--- config.mk ---
export PLATFORM = sky130hd
export DESIGN_NAME = dds_mod_top
export DESIGN_NICKNAME = d
export VERILOG_FILES = /design/src/common/dds_pkg.sv /design/src/tick_timer.sv /design/src/lfsr_gen.sv /design/src/dds/dds_core.sv /design/src/output_select.sv /design/src/dds_mod_top.sv
export SDC_FILE = /design/constraint.sdc
export NUM_CORES = 1
export LEC_CHECK = 0
export BUFFER_PORTS_ARGS = -buffer_cell sky130_fd_sc_hd__buf_4
export CORE_UTILIZATION = 45
export CTS_BUF_LIST = sky130_fd_sc_hd__clkbuf_8
export CTS_CLUSTER_DIAMETER = 200
export CTS_CLUSTER_SIZE = 40
export DETAILED_ROUTE_END_ITERATION = 10
export SETUP_SLACK_MARGIN = 0.2
export SLEW_MARGIN = 20
export SYNTH_ARGS = -nofsm -noshare
export SYNTH_HDL_FRONTEND = slang
export SYNTH_HIERARCHICAL = 1
export SYNTH_SLANG_ARGS = --single-unit
--- constraint.sdc ---
create_clock -name clk -period 7.1 [get_ports clk]
set_input_delay 0.71 -clock clk [delete_from_list [all_inputs] [get_ports clk]]
set_output_delay 0.71 -clock clk [all_outputs]
set_load 0.05 [all_outputs]
--- src/common/dds_pkg.sv ---
package dds_pkg;

   ////////////////////////////////////////
   // sample and phase types
   ////////////////////////////////////////

   typedef logic signed [11:0] sample_t;   // two's complement waveform sample
   typedef logic [31:0]        phase_t;    // accumulator phase and increment
   typedef logic [4:0]         lfsr_t;

   localparam lfsr_t LFSR_SEED = 5'b11111;

   // full scale limits of a sample
   localparam sample_t SAMPLE_MAX = 12'sh7FF;
   localparam sample_t SAMPLE_MIN = 12'sh800;

   ////////////////////////////////////////
   // waveform bundle and selectors
   ////////////////////////////////////////

   typedef struct packed
   {
      sample_t sin;
      sample_t cos;
      sample_t saw;
      sample_t squ;
   } wave_set_t;

   // plain waveform pick for sig_out
   typedef enum logic [1:0]
   {
      wave_sin,
      wave_cos,
      wave_saw,
      wave_squ
   } wave_sel_e;

   // modulation pick for mod_out
   typedef enum logic [1:0]
   {
      mod_ask,
      mod_fsk,
      mod_bpsk,
      mod_lfsr
   } mod_sel_e;

endpackage

--- src/tick_timer.sv ---
`timescale 1ns/1ps

module tick_timer #(
   parameter int DIVIDE = 16
) (
   input  logic clk,
   input  logic reset,
   output logic tick
);

   localparam int CW = (DIVIDE > 1) ? $clog2(DIVIDE) : 1;
   localparam logic [CW-1:0] LAST = CW'(DIVIDE - 1);   // final count of a bit period

   logic [CW-1:0] count;

   always_ff @(posedge clk or posedge reset)
   begin
      if (reset)
      begin
         count <= '0;
      end
      else if (count == LAST)
      begin
         count <= '0;                 // wrap
      end
      else
      begin
         count <= count + 1'b1;
      end
   end

   assign tick = (count == LAST);     // one cycle per period

endmodule

--- src/lfsr_gen.sv ---
`timescale 1ns/1ps

module lfsr_gen (
   input  logic clk,
   input  logic reset,
   input  logic advance,
   output logic bit_out
);

   dds_pkg::lfsr_t lfsr_q;
   logic           feedback;

   // taps on bits 0 and 2 give the maximal length of 31
   assign feedback = lfsr_q[0] ^ lfsr_q[2];

   always_ff @(posedge clk or posedge reset)
   begin
      if (reset)
      begin
         lfsr_q <= dds_pkg::LFSR_SEED;
      end
      else if (advance)
      begin
         lfsr_q <= {feedback, lfsr_q[4:1]};   // shift right with feedback into bit 4
      end
   end

   // data bit for the modulators
   assign bit_out = lfsr_q[0];

endmodule

--- src/dds/dds_core.sv ---
`timescale 1ns/1ps

module dds_core (
   input  logic               clk,
   input  logic               reset,
   input  dds_pkg::phase_t    phase_inc,
   output dds_pkg::wave_set_t waves
);

   // a quarter period advances the top two phase bits by one
   localparam dds_pkg::phase_t QUARTER = 32'h4000_0000;

   dds_pkg::phase_t    phase_q;
   dds_pkg::wave_set_t wave_d;

   ////////////////////////////////////////
   // parabolic sine approximation
   ////////////////////////////////////////

   function automatic dds_pkg::sample_t sine_of(input dds_pkg::phase_t p);
      logic [10:0] v;
      logic [21:0] prod;
      logic [12:0] mag;
      logic [11:0] mag_c;
      v     = p[30:20];                       // position inside the half period
      prod  = v * (12'd2048 - v);
      mag   = prod[21:9];                     // divide by 512
      mag_c = (mag > 13'd2047) ? 12'd2047 : mag[11:0];   // peak hits 2048
      if (p[31])
      begin
         return dds_pkg::sample_t'(-mag_c);   // second half negative
      end
      return dds_pkg::sample_t'(mag_c);
   endfunction

   ////////////////////////////////////////
   // accumulator
   ////////////////////////////////////////

   always_ff @(posedge clk or posedge reset)
   begin
      if (reset)
      begin
         phase_q <= '0;
      end
      else
      begin
         phase_q <= phase_q + phase_inc;
      end
   end

   // waveform functions of the current phase
   always_comb
   begin
      wave_d.sin = sine_of(phase_q);
      wave_d.cos = sine_of(phase_q + QUARTER);
      wave_d.saw = dds_pkg::sample_t'(phase_q[31:20] - 12'd2048);   // ramp centred on 0
      wave_d.squ = phase_q[31] ? dds_pkg::SAMPLE_MIN : dds_pkg::SAMPLE_MAX;
   end

   // output stage lags the phase by one cycle
   always_ff @(posedge clk or posedge reset)
   begin
      if (reset)
      begin
         waves <= '0;
      end
      else
      begin
         waves <= wave_d;
      end
   end

endmodule

--- src/output_select.sv ---
`timescale 1ns/1ps

module output_select (
   input  logic               clk,
   input  logic               reset,
   input  dds_pkg::wave_set_t carrier,
   input  dds_pkg::wave_set_t fsk_wave,
   input  logic               data_bit,
   input  dds_pkg::mod_sel_e  mod_sel,
   input  dds_pkg::wave_sel_e wave_sel,
   output dds_pkg::sample_t   mod_out,
   output dds_pkg::sample_t   sig_out
);

   dds_pkg::sample_t ask_s;
   dds_pkg::sample_t fsk_s;
   dds_pkg::sample_t bpsk_s;
   dds_pkg::sample_t level_s;
   dds_pkg::sample_t inv_cos;
   dds_pkg::sample_t mod_d;
   dds_pkg::sample_t sig_d;

   ////////////////////////////////////////
   // modulators
   ////////////////////////////////////////

   // -(-2048) does not fit so it saturates to +2047
   assign inv_cos = (carrier.cos == dds_pkg::SAMPLE_MIN) ? dds_pkg::SAMPLE_MAX : -carrier.cos;

   assign ask_s   = data_bit ? carrier.cos : '0;       // on/off keying
   assign fsk_s   = fsk_wave.cos;                      // tone from second core
   assign bpsk_s  = data_bit ? carrier.cos : inv_cos;  // 180 degree flip on a zero
   assign level_s = data_bit ? dds_pkg::SAMPLE_MAX : dds_pkg::SAMPLE_MIN;

   always_comb
   begin
      case (mod_sel)
         dds_pkg::mod_ask:  mod_d = ask_s;
         dds_pkg::mod_fsk:  mod_d = fsk_s;
         dds_pkg::mod_bpsk: mod_d = bpsk_s;
         default:           mod_d = level_s;
      endcase
      case (wave_sel)
         dds_pkg::wave_sin: sig_d = carrier.sin;
         dds_pkg::wave_cos: sig_d = carrier.cos;
         dds_pkg::wave_saw: sig_d = carrier.saw;
         default:           sig_d = carrier.squ;
      endcase
   end

   // one cycle of latency on both streams
   always_ff @(posedge clk or posedge reset)
   begin
      if (reset)
      begin
         mod_out <= '0;
         sig_out <= '0;
      end
      else
      begin
         mod_out <= mod_d;
         sig_out <= sig_d;
      end
   end

endmodule

--- src/dds_mod_top.sv ---
`timescale 1ns/1ps

module dds_mod_top #(
   parameter int              TICK_DIVIDE = 16,
   parameter dds_pkg::phase_t CARRIER_INC = 258
) (
   input  logic               clk,
   input  logic               reset,
   input  dds_pkg::wave_sel_e wave_sel,
   input  dds_pkg::mod_sel_e  mod_sel,
   input  dds_pkg::phase_t    fsk_inc,
   output logic               bit_tick,
   output logic               lfsr_bit,
   output dds_pkg::sample_t   mod_out,
   output dds_pkg::sample_t   sig_out
);

   dds_pkg::wave_set_t carrier_waves;
   dds_pkg::wave_set_t fsk_waves;

   ////////////////////////////////////////
   // bit timing and data
   ////////////////////////////////////////

   tick_timer #(
      .DIVIDE (TICK_DIVIDE)
   ) u_timer (
      .clk   (clk),
      .reset (reset),
      .tick  (bit_tick)
   );

   lfsr_gen u_lfsr (
      .clk     (clk),
      .reset   (reset),
      .advance (bit_tick),      // one shift per bit period
      .bit_out (lfsr_bit)
   );

   ////////////////////////////////////////
   // synthesis and output
   ////////////////////////////////////////

   dds_core u_carrier (
      .clk       (clk),
      .reset     (reset),
      .phase_inc (CARRIER_INC),  // fixed carrier
      .waves     (carrier_waves)
   );

   dds_core u_fsk (
      .clk       (clk),
      .reset     (reset),
      .phase_inc (fsk_inc),
      .waves     (fsk_waves)
   );

   output_select u_out (
      .clk      (clk),
      .reset    (reset),
      .carrier  (carrier_waves),
      .fsk_wave (fsk_waves),
      .data_bit (lfsr_bit),
      .mod_sel  (mod_sel),
      .wave_sel (wave_sel),
      .mod_out  (mod_out),
      .sig_out  (sig_out)
   );

endmodule

==> results.cfg <==
[timing]
timing.final.max_slew_violations = 0
period_share = 0.992
worst_pin_slew_ns = 0.975
finClkSkew_ns = 0.0317
setup_violations = 0
clock.fmax_mhz = 142
min_period_ns = 7.04
rsz0062_at_grt = yes
relSlewSlack = 0.350
hold_viol = 0

[synthesis]
syn-instance-count = 2261
avgSynthCellArea_um2 = 9.41
syn_area_um2 = 21300
synth_warnings = 6

[worst_setup_path]
timing.rr.end = u_carrier/waves[40]$_DFF_PP0_
reg2reg_setup_slack_ns = 0.06
crit_top_cell = fa_1
criticalPathCategory = register to register
crit_fanout = 4
cp_slowest_stage_delay_ns = 0.55
startpoint_type = register
crit_slowest_cell = fa_1
worstPathRequired_ns = 7.56
end_kind = register
r2r-start = u_carrier/phase_q[21]$_DFF_PP0_
cp_data_arrival_time_ns = 7.50
r2r_cells = 30

[floorplan]
die_w_um = 219
fp.dieH_um = 219
coreArea_um2 = 46600
pin_count = 64
rows = 79
start_util = 0.457
die_area_um2 = 48200

[flow_run]
cap_violations = 0

[routing]
firstDrtPassIters = 5
wl_mm = 52.6
vias_per_cell = 5.21
vias = 16300
ant_nets = 0
post_drt_wl_per_cell_um = 16.8
drc_errors = 0
initialDrtViolationCount = 692

[global_routing]
met2_usage = 0.407
grt_pass1_vias = 16800
busiest_layer = met2
grt_util_met3 = 0.0306
grt_max_degree = 70
antenna_found_initial = 0
met1_usage = 0.276
grt_use_total = 0.226
gr-total-overflow = 0
grt_pass1_wl_mm = 85.0

[placement]
gp_congestion = 0.907
placedCellCount = 3066
dp_hpwl_mm = 42.7
portBuffers = 63

[finish]
drive_gt1_frac = 0.192
final_cells = 3131
final_nets = 3078
area_growth_pct = 18.7
num-fill-cells = 4168

[clocking]
cts_sinks = 146
clock_latency_ns = 0.56
clkTransAtPathRegs_ns = 0.11
root_buffer = clkbuf_8
htreeDepth = 4
cts_made_buffers = 17
clockBufferDepth = 2
cts_tree = yes
hold_buffers = 0

[status]
status = completed

[min_path]
min_path_type = primary input to asynchronous set/reset pin
area by class of cell:
class	instances	area (µm²)	share of cell area
clock buffer	17	234	0.00926
antenna	2	5.00	0.000198
tap	607	759	0.0301
sequential	146	3670	0.145
timing repair buffer	249	1910	0.0755
multi-input combinational	1716	17000	0.675
inverter	379	1440	0.0572
clock inverter	15	204	0.00807
how the worst max path moves through the flow:
stage,slack (ns),from,depth (start not counted),endpoint
after floorplan,-0.15,u_fsk/phase_q[20]$_DFF_PP0_,31,u_fsk/waves[34]$_DFF_PP0_
after global placement,-0.05,u_fsk/phase_q[20]$_DFF_PP0_,29,u_fsk/waves[34]$_DFF_PP0_
after detailed placement,-0.23,u_carrier/phase_q[21]$_DFF_PP0_,31,u_carrier/waves[32]$_DFF_PP0_
after CTS,0.05,u_carrier/phase_q[20]$_DFF_PP0_,31,u_carrier/waves[32]$_DFF_PP0_
after global routing,-0.22,u_carrier/phase_q[21]$_DFF_PP0_,31,u_carrier/waves[32]$_DFF_PP0_
final,0.06,u_carrier/phase_q[21]$_DFF_PP0_,30,u_carrier/waves[40]$_DFF_PP0_
metrics by stage:
| stage | hold slack (ns) | setup TNS, ns | setup WS [ns] | cell area [µm²] | util |
|---|---|---|---|---|---|
| after global placement | 0.454 | -0.0591 | -0.0464 | 23900 | 0.514 |
| after CTS | 0.0155 | 0 | 0.0475 | 24800 | 0.533 |
| after global routing | 0.0517 | -1.39 | -0.215 | 25300 | 0.542 |
| final | 0.0826 | 0 | 0.0562 | 25300 | 0.543 |
| after detailed placement | 0.460 | -1.18 | -0.228 | 23900 | 0.514 |
| after floorplan | 0.391 | -0.151 | -0.149 | 22000 | - |
cells in the final DEF (no fill, tap or decap), types with 53 or more instances in the layout:
cell type / instances
nor2_1: 139
o21ai_0: 53
nand2_1: 70
xnor2_1: 74
inv_1: 361
conb_1: 63
dfrtp_1: 136
buf_4: 237
a21oi_1: 80
nor2b_1: 85
nand2b_1: 66
ha_1: 253
fa_1: 252
flip-flops by register name (all words and copies together), names as in the netlist:
signal             count
u_carrier/waves       37
u_lfsr/lfsr_q          5
u_out/sig_out         12
u_timer/count          4
u_carrier/phase_q     32
u_fsk/waves           12
u_fsk/phase_q         32
u_out/mod_out         12
worst max-delay path: cells and delay by family, from the launching register on:
| kind | cells | cell delay, ns |
|---|---|---|
| fa+ha+maj | 8 | 3.22 |
| simple gates | 9 | 1.43 |
| compound gates | 6 | 0.93 |
| mux | 2 | 0.48 |
| flops | 1 | 0.46 |
| buf+inv | 5 | 0.44 |
what timing repair did:
item                                   4_1_cts  5_1_grt
buffers inserted                            19       12
pin swaps                                   61       26
endpoints found under the hold margin        0        0
setup endpoints to repair                   18       25
resized for setup                           52       75
routing by layer:
metal	wire length, µm	part of all wire
met1	22700	0.43
met2	27100	0.52
met3	1410	0.027
met4	1360	0.026
met5	0	0
Power is not shown: default switching activity piles up to over one toggle a cycle in this logic, so the estimate is an artifact.
